$ cat src/hdl/ext_dev_pkg.sv
/*
 * Shared types for the memory-copy device: OBI and register bus structs,
 * register offsets, copy configuration and the beat passed between stages
 */
package ext_dev_pkg;

  // Width of the word count register
  localparam int unsigned COUNT_W = 16;

  // OBI master to slave
  typedef struct packed {
    logic        req;
    logic        we;
    logic [3:0]  be;
    logic [31:0] addr;
    logic [31:0] wdata;
  } obi_req_t;

  // OBI slave to master
  typedef struct packed {
    logic        gnt;
    logic        rvalid;
    logic [31:0] rdata;
  } obi_resp_t;

  // Register port, one-cycle valid/ready access
  typedef struct packed {
    logic        valid;
    logic        write;
    logic [4:0]  addr;
    logic [31:0] wdata;
  } reg_req_t;

  typedef struct packed {
    logic        ready;
    logic        error;
    logic [31:0] rdata;
  } reg_rsp_t;

  typedef enum logic [4:0] {
    REG_SRC    = 5'h00,
    REG_DST    = 5'h04,
    REG_COUNT  = 5'h08,
    REG_START  = 5'h0C,
    REG_STATUS = 5'h10
  } reg_offset_e;

  // One data word from the read stage to the write stage
  typedef struct packed {
    logic        valid;
    logic [31:0] data;
  } copy_beat_t;

  // Copy job, byte addresses of whole words
  typedef struct packed {
    logic [31:0]        src;
    logic [31:0]        dst;
    logic [COUNT_W-1:0] count;
  } copy_cfg_t;

endpackage

$ cat src/hdl/ext_dev_top.sv
/*
 * Memory-copy device top: register front-end, read and write stages,
 * OBI port mux and the shared slow memory
 */
`timescale 1ns/1ns

module ext_dev_top
  import ext_dev_pkg::*;
#(
  parameter int unsigned NumWords = 128,
  parameter int unsigned GntDelay = 2,
  parameter int unsigned BufDepth = 2
) (
  input  logic      clk_i,
  input  logic      rst_n_i,
  input  reg_req_t  reg_req_i,
  output reg_rsp_t  reg_rsp_o,
  input  obi_req_t  ext_req_i,
  output obi_resp_t ext_resp_o,
  output logic      intr_o
);

  logic             start;
  logic             done;
  logic             beat_ready;
  copy_cfg_t        cfg;
  copy_beat_t       beat;
  // Mux ports: 0 external, 1 write stage, 2 read stage
  obi_req_t  [2:0]  mst_req;
  obi_resp_t [2:0]  mst_resp;
  obi_req_t         slv_req;
  obi_resp_t        slv_resp;

  assign mst_req[0] = ext_req_i;
  assign ext_resp_o = mst_resp[0];

  memcopy_regs memcopy_regs_inst (
    .clk_i     (clk_i),
    .rst_n_i   (rst_n_i),
    .reg_req_i (reg_req_i),
    .reg_rsp_o (reg_rsp_o),
    .done_i    (done),
    .start_o   (start),
    .cfg_o     (cfg),
    .intr_o    (intr_o)
  );

  memcopy_read_stage #(
    .BufDepth (BufDepth)
  ) memcopy_read_stage_inst (
    .clk_i        (clk_i),
    .rst_n_i      (rst_n_i),
    .start_i      (start),
    .cfg_i        (cfg),
    .obi_req_o    (mst_req[2]),
    .obi_resp_i   (mst_resp[2]),
    .beat_o       (beat),
    .beat_ready_i (beat_ready)
  );

  memcopy_write_stage memcopy_write_stage_inst (
    .clk_i        (clk_i),
    .rst_n_i      (rst_n_i),
    .start_i      (start),
    .cfg_i        (cfg),
    .beat_i       (beat),
    .beat_ready_o (beat_ready),
    .obi_req_o    (mst_req[1]),
    .obi_resp_i   (mst_resp[1]),
    .done_o       (done)
  );

  obi_port_mux obi_port_mux_inst (
    .clk_i      (clk_i),
    .rst_n_i    (rst_n_i),
    .mst_req_i  (mst_req),
    .mst_resp_o (mst_resp),
    .slv_req_o  (slv_req),
    .slv_resp_i (slv_resp)
  );

  slow_memory #(
    .NumWords (NumWords),
    .GntDelay (GntDelay)
  ) slow_memory_inst (
    .clk_i      (clk_i),
    .rst_n_i    (rst_n_i),
    .obi_req_i  (slv_req),
    .obi_resp_o (slv_resp)
  );

endmodule

$ cat src/hdl/memcopy_read_stage.sv
/*
 * Read stage: issues word reads from the source region and buffers the
 * returned data in a small FIFO for the write stage
 */
`timescale 1ns/1ns

module memcopy_read_stage
  import ext_dev_pkg::*;
#(
  parameter int unsigned BufDepth = 2
) (
  input  logic       clk_i,
  input  logic       rst_n_i,
  input  logic       start_i,
  input  copy_cfg_t  cfg_i,
  output obi_req_t   obi_req_o,
  input  obi_resp_t  obi_resp_i,
  output copy_beat_t beat_o,
  input  logic       beat_ready_i
);

  localparam int unsigned CntW = $clog2(BufDepth + 1);
  localparam int unsigned PtrW = (BufDepth > 1) ? $clog2(BufDepth) : 1;

  typedef enum logic {
    RD_IDLE,
    RD_FETCH
  } rd_state_e;

  rd_state_e          state_q;
  rd_state_e          state_d;
  logic [31:0]        addr_q;
  logic [COUNT_W-1:0] left_q;
  logic [CntW-1:0]    outst_q;
  logic [CntW-1:0]    fifo_cnt_q;
  logic [CntW:0]      used;
  logic [PtrW-1:0]    wr_ptr_q;
  logic [PtrW-1:0]    rd_ptr_q;
  logic [31:0]        buf_q [BufDepth];
  logic               issue;
  logic               granted;
  logic               push;
  logic               pop;

  function automatic logic [PtrW-1:0] next_ptr(input logic [PtrW-1:0] ptr);
    next_ptr = (ptr == PtrW'(BufDepth - 1)) ? '0 : ptr + 1'b1;
  endfunction

  // Slots already claimed, by reads in flight or data waiting
  assign used  = {1'b0, outst_q} + {1'b0, fifo_cnt_q};
  // Only grows on a grant, so a pending request never drops
  assign issue = (state_q == RD_FETCH) && (used < (CntW + 1)'(BufDepth));

  assign granted = issue & obi_resp_i.gnt;
  assign push    = obi_resp_i.rvalid;
  assign pop     = beat_o.valid & beat_ready_i;

  assign obi_req_o.req   = issue;
  assign obi_req_o.we    = 1'b0;
  assign obi_req_o.be    = 4'hF;
  assign obi_req_o.addr  = addr_q;
  assign obi_req_o.wdata = '0;

  assign beat_o.valid = (fifo_cnt_q != '0);
  assign beat_o.data  = buf_q[rd_ptr_q];

  always_comb begin
    state_d = state_q;
    case (state_q)
      RD_IDLE:  if (start_i && cfg_i.count != '0) state_d = RD_FETCH;
      RD_FETCH: if (granted && left_q == COUNT_W'(1)) state_d = RD_IDLE;
      default:  state_d = RD_IDLE;
    endcase
  end

  always_ff @(posedge clk_i or negedge rst_n_i) begin
    if (!rst_n_i) begin
      state_q    <= RD_IDLE;
      addr_q     <= '0;
      left_q     <= '0;
      outst_q    <= '0;
      fifo_cnt_q <= '0;
      wr_ptr_q   <= '0;
      rd_ptr_q   <= '0;
    end else begin
      state_q <= state_d;
      if (start_i) begin
        addr_q <= cfg_i.src;
        left_q <= cfg_i.count;
      end else if (granted) begin
        addr_q <= addr_q + 32'd4;
        left_q <= left_q - 1'b1;
      end
      case ({granted, push})
        2'b10:   outst_q <= outst_q + 1'b1;
        2'b01:   outst_q <= outst_q - 1'b1;
        default: ;
      endcase
      case ({push, pop})
        2'b10:   fifo_cnt_q <= fifo_cnt_q + 1'b1;
        2'b01:   fifo_cnt_q <= fifo_cnt_q - 1'b1;
        default: ;
      endcase
      if (push) wr_ptr_q <= next_ptr(wr_ptr_q);
      if (pop)  rd_ptr_q <= next_ptr(rd_ptr_q);
    end
  end

  always_ff @(posedge clk_i) begin
    if (push) buf_q[wr_ptr_q] <= obi_resp_i.rdata;
  end

endmodule

$ cat src/hdl/memcopy_regs.sv
/*
 * Register front-end of the copy engine: configuration registers,
 * busy and sticky done status, start pulse and interrupt
 */
`timescale 1ns/1ns

module memcopy_regs
  import ext_dev_pkg::*;
(
  input  logic      clk_i,
  input  logic      rst_n_i,
  input  reg_req_t  reg_req_i,
  output reg_rsp_t  reg_rsp_o,
  input  logic      done_i,
  output logic      start_o,
  output copy_cfg_t cfg_o,
  output logic      intr_o
);

  logic [31:0]        src_q;
  logic [31:0]        dst_q;
  logic [COUNT_W-1:0] count_q;
  logic               busy_q;
  logic               done_q;
  logic               wr_en;
  reg_offset_e        offset;

  assign offset = reg_offset_e'(reg_req_i.addr);
  assign wr_en  = reg_req_i.valid & reg_req_i.write;

  // START is ignored while a copy runs
  assign start_o = wr_en && (offset == REG_START) && !busy_q;

  // Only a completion of an accepted copy raises the interrupt
  assign intr_o = done_i & busy_q;

  assign cfg_o.src   = src_q;
  assign cfg_o.dst   = dst_q;
  assign cfg_o.count = count_q;

  // Every access completes in the cycle it is presented
  always_comb begin
    reg_rsp_o.ready = reg_req_i.valid;
    reg_rsp_o.error = 1'b0;
    reg_rsp_o.rdata = '0;
    case (offset)
      REG_SRC:    reg_rsp_o.rdata = src_q;
      REG_DST:    reg_rsp_o.rdata = dst_q;
      REG_COUNT:  reg_rsp_o.rdata = {{(32 - COUNT_W){1'b0}}, count_q};
      REG_START:  reg_rsp_o.rdata = '0;
      REG_STATUS: reg_rsp_o.rdata = {30'd0, done_q, busy_q};
      default:    reg_rsp_o.error = reg_req_i.valid;
    endcase
  end

  always_ff @(posedge clk_i or negedge rst_n_i) begin
    if (!rst_n_i) begin
      src_q   <= '0;
      dst_q   <= '0;
      count_q <= '0;
    end else if (wr_en) begin
      case (offset)
        REG_SRC:   src_q   <= reg_req_i.wdata;
        REG_DST:   dst_q   <= reg_req_i.wdata;
        REG_COUNT: count_q <= reg_req_i.wdata[COUNT_W-1:0];
        default:   ;
      endcase
    end
  end

  // Done stays set until the next accepted start
  always_ff @(posedge clk_i or negedge rst_n_i) begin
    if (!rst_n_i) begin
      busy_q <= 1'b0;
      done_q <= 1'b0;
    end else if (start_o) begin
      busy_q <= 1'b1;
      done_q <= 1'b0;
    end else if (intr_o) begin
      busy_q <= 1'b0;
      done_q <= 1'b1;
    end
  end

endmodule

$ cat src/hdl/memcopy_write_stage.sv
/*
 * Write stage: stores each beat at the next destination word, counts
 * write completions and signals the end of the copy
 */
`timescale 1ns/1ns

module memcopy_write_stage
  import ext_dev_pkg::*;
(
  input  logic       clk_i,
  input  logic       rst_n_i,
  input  logic       start_i,
  input  copy_cfg_t  cfg_i,
  input  copy_beat_t beat_i,
  output logic       beat_ready_o,
  output obi_req_t   obi_req_o,
  input  obi_resp_t  obi_resp_i,
  output logic       done_o
);

  typedef enum logic [1:0] {
    WR_IDLE,
    WR_STORE,
    WR_DRAIN
  } wr_state_e;

  wr_state_e          state_q;
  wr_state_e          state_d;
  logic [31:0]        addr_q;
  logic [COUNT_W-1:0] left_q;
  logic [COUNT_W-1:0] pend_q;
  logic               done_q;
  logic               granted;
  logic               last_cmpl;

  // Beat stays at the FIFO head until popped, so fields hold until gnt
  assign obi_req_o.req   = (state_q == WR_STORE) && beat_i.valid;
  assign obi_req_o.we    = 1'b1;
  assign obi_req_o.be    = 4'hF;
  assign obi_req_o.addr  = addr_q;
  assign obi_req_o.wdata = beat_i.data;

  assign granted      = obi_req_o.req & obi_resp_i.gnt;
  assign beat_ready_o = granted;
  assign last_cmpl    = obi_resp_i.rvalid && (pend_q == COUNT_W'(1));
  assign done_o       = done_q;

  always_comb begin
    state_d = state_q;
    case (state_q)
      WR_IDLE:  if (start_i && cfg_i.count != '0) state_d = WR_STORE;
      WR_STORE: if (granted && left_q == COUNT_W'(1)) state_d = WR_DRAIN;
      WR_DRAIN: if (last_cmpl) state_d = WR_IDLE;
      default:  state_d = WR_IDLE;
    endcase
  end

  always_ff @(posedge clk_i or negedge rst_n_i) begin
    if (!rst_n_i) begin
      state_q <= WR_IDLE;
      addr_q  <= '0;
      left_q  <= '0;
      pend_q  <= '0;
      done_q  <= 1'b0;
    end else begin
      state_q <= state_d;
      if (start_i) begin
        addr_q <= cfg_i.dst;
        left_q <= cfg_i.count;
      end else if (granted) begin
        addr_q <= addr_q + 32'd4;
        left_q <= left_q - 1'b1;
      end
      // Completions may arrive while later beats are still stored
      if (start_i) begin
        pend_q <= cfg_i.count;
      end else if (obi_resp_i.rvalid) begin
        pend_q <= pend_q - 1'b1;
      end
      // Empty job finishes right away
      done_q <= (start_i && cfg_i.count == '0) || last_cmpl;
    end
  end

endmodule

$ cat src/hdl/obi_port_mux.sv
/*
 * Three-master to one-slave OBI mux with fixed priority and in-order
 * routing of responses back to the granted master
 */
`timescale 1ns/1ns

module obi_port_mux
  import ext_dev_pkg::*;
(
  input  logic                clk_i,
  input  logic                rst_n_i,
  input  obi_req_t  [2:0]     mst_req_i,
  output obi_resp_t [2:0]     mst_resp_o,
  output obi_req_t            slv_req_o,
  input  obi_resp_t           slv_resp_i
);

  localparam int unsigned QDepth = 4;

  logic [1:0] prio_sel;
  logic [1:0] sel;
  logic [1:0] lock_idx_q;
  logic       lock_q;
  logic       slv_gnt;
  logic [1:0] owner_q [QDepth];
  logic [1:0] q_wr_q;
  logic [1:0] q_rd_q;
  logic [2:0] q_cnt_q;

  // External port wins, then writes, then reads
  always_comb begin
    prio_sel = 2'd2;
    if (mst_req_i[0].req) begin
      prio_sel = 2'd0;
    end else if (mst_req_i[1].req) begin
      prio_sel = 2'd1;
    end
  end

  // A waiting request keeps the slave until granted
  assign sel       = lock_q ? lock_idx_q : prio_sel;
  assign slv_req_o = mst_req_i[sel];
  assign slv_gnt   = slv_req_o.req & slv_resp_i.gnt;

  always_comb begin
    for (int i = 0; i < 3; i++) begin
      mst_resp_o[i].gnt    = slv_gnt && (sel == 2'(i));
      mst_resp_o[i].rvalid = slv_resp_i.rvalid && (q_cnt_q != '0) &&
                             (owner_q[q_rd_q] == 2'(i));
      mst_resp_o[i].rdata  = slv_resp_i.rdata;
    end
  end

  always_ff @(posedge clk_i or negedge rst_n_i) begin
    if (!rst_n_i) begin
      lock_q     <= 1'b0;
      lock_idx_q <= '0;
      q_wr_q     <= '0;
      q_rd_q     <= '0;
      q_cnt_q    <= '0;
    end else begin
      lock_q <= slv_req_o.req && !slv_resp_i.gnt;
      if (slv_req_o.req) lock_idx_q <= sel;
      if (slv_gnt) q_wr_q <= q_wr_q + 1'b1;
      if (slv_resp_i.rvalid) q_rd_q <= q_rd_q + 1'b1;
      case ({slv_gnt, slv_resp_i.rvalid})
        2'b10:   q_cnt_q <= q_cnt_q + 1'b1;
        2'b01:   q_cnt_q <= q_cnt_q - 1'b1;
        default: ;
      endcase
    end
  end

  // Owner of each grant, oldest at the read pointer
  always_ff @(posedge clk_i) begin
    if (slv_gnt) owner_q[q_wr_q] <= sel;
  end

endmodule

$ cat src/hdl/slow_memory.sv
/*
 * Word memory behind an OBI slave port, granting after a fixed delay
 * and answering one cycle after the grant
 */
`timescale 1ns/1ns

module slow_memory
  import ext_dev_pkg::*;
#(
  parameter int unsigned NumWords = 128,
  parameter int unsigned GntDelay = 2
) (
  input  logic      clk_i,
  input  logic      rst_n_i,
  input  obi_req_t  obi_req_i,
  output obi_resp_t obi_resp_o
);

  localparam int unsigned IdxW = (NumWords > 1) ? $clog2(NumWords) : 1;
  localparam int unsigned DlyW = (GntDelay > 0) ? $clog2(GntDelay + 1) : 1;

  logic [31:0]     mem_q [NumWords];
  logic [DlyW-1:0] wait_q;
  logic [29:0]     word;
  logic [IdxW-1:0] idx;
  logic            gnt;
  logic            rvalid_q;
  logic [31:0]     rdata_q;

  // Word index wraps around the memory depth
  assign word = obi_req_i.addr[31:2] % 30'(NumWords);
  assign idx  = word[IdxW-1:0];

  // Cycles the current request has been waiting
  assign gnt = obi_req_i.req && (wait_q == DlyW'(GntDelay));

  assign obi_resp_o.gnt    = gnt;
  assign obi_resp_o.rvalid = rvalid_q;
  assign obi_resp_o.rdata  = rdata_q;

  always_ff @(posedge clk_i or negedge rst_n_i) begin
    if (!rst_n_i) begin
      wait_q   <= '0;
      rvalid_q <= 1'b0;
    end else begin
      if (!obi_req_i.req || gnt) begin
        wait_q <= '0;
      end else begin
        wait_q <= wait_q + 1'b1;
      end
      // Writes answer too, as their completion
      rvalid_q <= gnt;
    end
  end

  always_ff @(posedge clk_i) begin
    if (gnt) begin
      if (obi_req_i.we) begin
        for (int b = 0; b < 4; b++) begin
          if (obi_req_i.be[b]) mem_q[idx][8*b +: 8] <= obi_req_i.wdata[8*b +: 8];
        end
      end else begin
        rdata_q <= mem_q[idx];
      end
    end
  end

endmodule

$ cat config.mk
export PLATFORM = sky130hd
export DESIGN_NAME = ext_dev_top
export DESIGN_NICKNAME = d
export VERILOG_FILES = /design/src/hdl/ext_dev_pkg.sv /design/src/hdl/ext_dev_top.sv /design/src/hdl/memcopy_read_stage.sv /design/src/hdl/memcopy_regs.sv /design/src/hdl/memcopy_write_stage.sv /design/src/hdl/obi_port_mux.sv /design/src/hdl/slow_memory.sv
export SDC_FILE = /design/constraint.sdc
export NUM_CORES = 2
export LEC_CHECK = 0
export BUFFER_PORTS_ARGS = -buffer_cell sky130_fd_sc_hd__buf_4
export CORE_MARGIN = 4
export CORE_UTILIZATION = 32
export DETAILED_ROUTE_END_ITERATION = 12
export SETUP_SLACK_MARGIN = 0.02
export SYNTH_ARGS = -nofsm -noshare
export SYNTH_HDL_FRONTEND = slang
export SYNTH_MEMORY_MAX_BITS = 65536
export SYNTH_SLANG_ARGS = --single-unit
$ cat constraint.sdc
create_clock -name clk_i -period 7.32 [get_ports clk_i]
set_clock_uncertainty 0.2 [all_clocks]
set_input_delay 0.366 -clock clk_i [delete_from_list [all_inputs] [get_ports clk_i]]
set_output_delay 0.366 -clock clk_i [all_outputs]
set_load 0.02 [all_outputs]
# == Yosys cells after proc, flatten, opt, wreduce, memory -nomap -nowiden ==
# Memories as Yosys holds them, arrays and structs flattened. A register that Yosys moved wholly into a read port is not among the register bits.
# Cells that the tools add are included.
# totals
ram_bits,4168
elab_cells,175
memories,3
output_inout_bits,69
reg_bits,217
in_bits,111
# mem_list
name,depth,width,rd,rd_ports_with_merged_regs,wr,line_no,source
slow_memory_inst.mem_q,128,32,1,1,1,slow_memory.sv:22,logic [31:0] mem_q [NumWords];
memcopy_read_stage_inst.buf_q,2,32,1,0,1,memcopy_read_stage.sv:39,logic [31:0] buf_q [BufDepth];
obi_port_mux_inst.owner_q,4,2,1,0,1,obi_port_mux.sv:25,logic [1:0] owner_q [QDepth];
# op_classes
magnitude_cmp,2
add_sub_neg,17
n_reduce_logical,44
n_mux,54
n_bitwise,8
n_eq_ne,23
# op_table
op,count
$bmux W70 S2,1
$mux W32,4
$pmux W32 S4,1
$mux W16,6
$mux W70,1
$add A32 B3 Y32 const B,2
$eq A16 B1 Y1 const B,3
$sub A16 B1 Y16 const B,3
$mux W1,29
$logic_and A1 B1 Y1,18
$logic_not A16 Y1,1
$reduce_bool A16 Y1,1
$reduce_bool A2 Y1,8
$eq A2 B2 Y1 const B,7
$mux W2,7
$eq A2 B1 Y1 const B,6
$add A2 B1 Y2 const B,5
$eq A5 B4 Y1 const B,2
$pmux W2 S2,2
$reduce_and A2 Y1,4
$and A1 B1 Y1,6
$logic_not A2 Y1,3
$pmux W2 S3,1
$pmux W3 S2,1
19 further kinds,26

# == Longest topological paths before layout ==
# logic_depth
word_depth,14
ltp_mapped,16
ltp_nobuf,13

# == By module ==
# From an unflattened synthesis, not the netlist that was laid out.
# hier_totals
hier_cells,11521
area_unflattened_um2,177691.7
# by_module_without_submodules
module,area_each_um2,seq_area_each_um2,n_inst,cells_per_inst
slow_memory,160823.0,124034.0,1,9975
memcopy_read_stage,5775.5,3298.2,1,491
memcopy_write_stage,4194.0,1676.6,1,446
memcopy_regs,3868.7,2052.0,1,282
obi_port_mux,3030.4,490.5,1,327

# == Worst setup path after synthesis ==
# Ideal clock, no wire load.
# synth_timing
path_type,register -> register
from,reg obi_port_mux_inst.lock_q
to,"mem slow_memory_inst.mem_q[0][10], data pin"
path_slack_ns,-0.546
required_ns,5.923
setup_ns,1.197
stages_incl_launch_ff,7
n_path_buf,3
synth_period_minus_slack_ns,7.866
arrival_time_ns,6.469
path_cell_list,dfrtp_1 > buf_2 > or2_1 > buf_4 > o32a_1 > clkbuf_1 > o21ai_0
# synth_rtl
item,line_no,source
"start, declared",obi_port_mux.sv:23,logic lock_q;
"start signal, assigned",obi_port_mux.sv:62,lock_q <= slv_req_o.req && !slv_resp_i.gnt;
"end, declared",slow_memory.sv:22,

# == Final worst setup path ==
# layout_timing
from,reg memcopy_write_stage_inst.state_q[0]
to,mem slow_memory_inst.mem_q[57][22] (enable)
# layout_between
elab_chain_len,11
elab_cells_between_ends,12
classes_between,eq/ne (1); mux (9); reduce/logical (2)
# layout_lines
item,line_no,source
"start, declared",memcopy_write_stage.sv:27,wr_state_e state_q;
"start signal, assigned",memcopy_write_stage.sv:66,state_q <= state_d;
$eq A2 B1 Y1 (*),memcopy_write_stage.sv:37,assign obi_req_o.req = (state_q == WR_STORE) && beat_i.valid;
$logic_and A1 B1 Y1 (*),memcopy_write_stage.sv:37,
$mux W2 (*),obi_port_mux.sv:35,end else if (mst_req_i[1].req) begin
$mux W2 (*),obi_port_mux.sv:33,if (mst_req_i[0].req) begin
$mux W2 (*),obi_port_mux.sv:41,assign sel = lock_q ? lock_idx_q : prio_sel;
net obi_port_mux_inst.sel[0],obi_port_mux.sv:21,logic [1:0] sel;
$bmux W70 S2 (*),obi_port_mux.sv:42,assign slv_req_o = mst_req_i[sel];
$mux W70 (implied by the code),obi_port_mux.sv:42,
$mux W1,slow_memory.sv:60,if (obi_req_i.be[b]) mem_q[idx][8*b +: 8] <= obi_req_i.wdata[8*b +: 8];
$mux W1,slow_memory.sv:58,if (obi_req_i.we) begin
$mux W1,slow_memory.sv:57,if (gnt) begin
$mux W1 (implied by the code),slow_memory.sv:60,
# The timed path passes the listed nets; every way through them passes the cells marked *. The select of a mux whose other input is x is not followed.

==> flow_metrics.tcl <==
set metrics [dict create \
    grt_pass1_vias 85300 \
    grt_pass1_wl_um 616000 \
    cts.clk_slew.worst_paths_ns 0.07 \
    post_cts_buffers 0 \
    required_ns 7.70 \
    ys_ff_latch 4367 \
    period_minus_slack_ns 6.00 \
    worstMarginPinSlew_ns 1.27 \
    syn_inst 8115 \
    dr.pass1.iters 5 \
    synth_nets 8244 \
    critPathArrivalTime_ns 6.38 \
    rows 266 \
    cts_tree "done" \
    syn_to_final_growth_pct 15.2 \
    crit_type "register to register" \
    drive_gt1_frac 0.252 \
    finish.utilization 0.370 \
    synthFlopType "edfxtp_1" \
    startpoint "memcopy_write_stage_inst.state_q[0]" \
    ys_seq_area_frac 0.774 \
    ys_top_cells_by_count "edfxtp_1, mux4_2, nor2_1, nand2_1, a22oi_1" \
    finalHoldViolations 0 \
    vias 83800 \
    cellLeakagePower_nw 60.4 \
    antenna_found_initial 28 \
    async_flop_share 0.0382 \
    crit_path_start_kind "register" \
    clk_latency_ns 0.96 \
    yosysMostFrequentCell "edfxtp_1" \
    numCtsBuffers 418 \
    cts.sinks 4367 \
    initial_utilization 0.321 \
    ir_drop_mv 0.344 \
    drv_slew 0 \
    crit_fanout 25 \
    clock-root-buffer "clkbuf_16" \
    gr-usage-all-layers 0.155 \
    worst_slew_margin_rel 0.153 \
    overflow 0 \
    drv_cap 0 \
    outcome "complete, no violations" \
    endpoint_kind "register" \
    die-area_um2 538000 \
    coreArea_um2 525000 \
    reg2reg_depth 10 \
    min_path_type "input pin to register" \
    endpoint "slow_memory_inst.mem_q[57][22]" \
    synth_area_leaders "edfxtp_1, mux4_2, dfrtp_1, nor2_1, a22oi_1" \
    finalNonFillerCells 15900 \
    layout.nets 8712 \
    clk_path_buf_depth 4 \
    syn_area_um2 168000 \
    grt_max_degree 129 \
    route.detailed.drc 0 \
    yosys_warnings 0 \
    reg2reg_to "slow_memory_inst.mem_q[57][22]" \
    max_freq_ghz 0.167 \
    ant_nets 0 \
    routedWlPerCell_um 27.0 \
    routabilityCongestion 0.842 \
    boundaryPins 180 \
    yosysUniqueCellTypes 67 \
    reg2reg_slack_ns 1.32 \
    finalCritPeriodShare 0.820 \
    vias_per_cell 5.27 \
    die_w_um 733 \
    yosysTopAreaCell "edfxtp_1" \
    setup_viol 0 \
    htreeDepth 5 \
    yosysTopAreaCellShare 0.749 \
    power_density_nw_per_um2 353 \
    rsz0062_at_grt "no" \
    syn_area_per_cell_um2 20.8 \
    dp_hpwl_um 262000 \
    place_inst 15000 \
    rr_startpoint "memcopy_write_stage_inst.state_q[0]" \
    fp.dieH_um 733 \
    port_buffers 154 \
    wl_um 429000 \
    drt-initial-drc-count 9410 \
    synth_edf_count 4200 \
]
## registers in the layout, indices dropped and copies added (netlist names), 3 cells and up
name / count
memcopy_write_stage_inst.addr_q: 7
memcopy_write_stage_inst.left_q: 16
slow_memory_inst.rdata_q: 32
memcopy_read_stage_inst.left_q: 16
memcopy_regs_inst.src_q: 32
slow_memory_inst.mem_q: 4096
memcopy_write_stage_inst.pend_q: 16
obi_port_mux_inst.owner_q: 8
memcopy_regs_inst.count_q: 16
memcopy_regs_inst.dst_q: 32
memcopy_read_stage_inst.buf_q: 64
memcopy_read_stage_inst.addr_q: 7
obi_port_mux_inst.q_cnt_q: 3
## cell families (layout without fill, tap and decap cells)
| group | Yosys count | after routing | share of synthesized area |
|---|---|---|---|
| flops | 4367 | 4367 | 0.774 |
| simple gates | 1243 | 1243 | 0.0321 |
| fa+ha+maj | 18 | 18 | 0.00143 |
| compound gates | 754 | 754 | 0.0327 |
| xor+xnor | 70 | 70 | 0.00364 |
| buf+inv | 534 | 1354 | 0.0145 |
| mux | 1129 | 1129 | 0.142 |
| other cells | 0 | 11 | 0 |
## placed cells by master (no fill, tap or decap), drive strengths merged, types with 141 or more instances in the layout
| master | Yosys | final |
|---|---|---|
| a22o | 141 | 141 |
| a22oi | 270 | 270 |
| buf | 296 | 461 |
| clkbuf | 216 | 496 |
| clkinv | 0 | 188 |
| dfrtp | 167 | 167 |
| edfxtp | 4200 | 4200 |
| mux4 | 999 | 999 |
| nand2 | 354 | 354 |
| nor2 | 588 | 588 |
## worst max-delay path, stage by stage (launching register included)
cell,delay (ns)
dfrtp_1,0.39
nor2b_1,0.35
nand2_1,0.23
o21ai_0,0.78
a21oi_1,0.28
or2_2,0.53
nor2_4,0.35
buf_4,0.57
nand2_2,0.78
buf_4,0.44
nor2_1,0.64
## power by group
group | total [W] | internal [W] | switching [W] | leakage (nW)
Clock | 0.0217 | 0.0125 | 0.00926 | 6.71
Combinational | 0.0170 | 0.00660 | 0.0104 | 13.5
Sequential | 0.0297 | 0.0294 | 0.000252 | 40.2
Total | 0.0684 | 0.0485 | 0.0199 | 60.4
## routing by layer
layer  global-route usage  up-vias  wire (um)
met5                    0        -         92
li1                     -    34600          -
met2                0.253     3598     207000
met4               0.0397       16      11400
met1                0.210    45100     173000
met3               0.0341      584      37500
## layout make-up
cell class,instances,area [um^2]
fillers,47200,331000
well taps,6968,8720
multi-input cells,3214,36200
clock buffers,496,10900
clock inverters,276,2870
flip-flops and latches,4367,130000
inverters,22,82.6
repair buffers,560,4890
diodes,11,27.5
## per-stage QoR
stage	worst slack, ns	instance area (um^2)	hold WS, ns	TNS (ns)	total power (W)
2_1_floorplan	-0.546	168000	-0.130	-2193.67	0.0418
3_3_place_gp	1.67	179000	0.269	0	0.0470
3_5_place_dp	1.40	179000	0.267	0	0.0474
4_1_cts	1.36	194000	0.0169	0	0.0690
5_1_grt	1.01	194000	0.0606	0	0.0709
6_report	1.32	194000	0.0691	0	0.0684
## how the worst min path moves through the flow
stage                                                    from                                   to  slack [ns]  depth (start not counted)
after detailed placement  memcopy_write_stage_inst.state_q[1]  memcopy_write_stage_inst.state_q[0]        0.27                          1
after global routing                            ext_req_i[15]       slow_memory_inst.mem_q[36][15]        0.06                          4
after global placement           obi_port_mux_inst.q_cnt_q[2]         obi_port_mux_inst.q_cnt_q[2]        0.27                          1
final                                           ext_req_i[15]       slow_memory_inst.mem_q[33][15]        0.07                          4
after CTS                                       ext_req_i[10]       slow_memory_inst.mem_q[37][10]        0.02                          4
after floorplan                                       rst_n_i    memcopy_read_stage_inst.addr_q[2]       -0.13                          0
## what timing repair did
action	4_1_cts	5_1_grt
hold buffers	100	0
endpoints found under the hold margin	609	0
gates resized for setup	0	0
No activity file was read; power rests on OpenSTA's default activity.
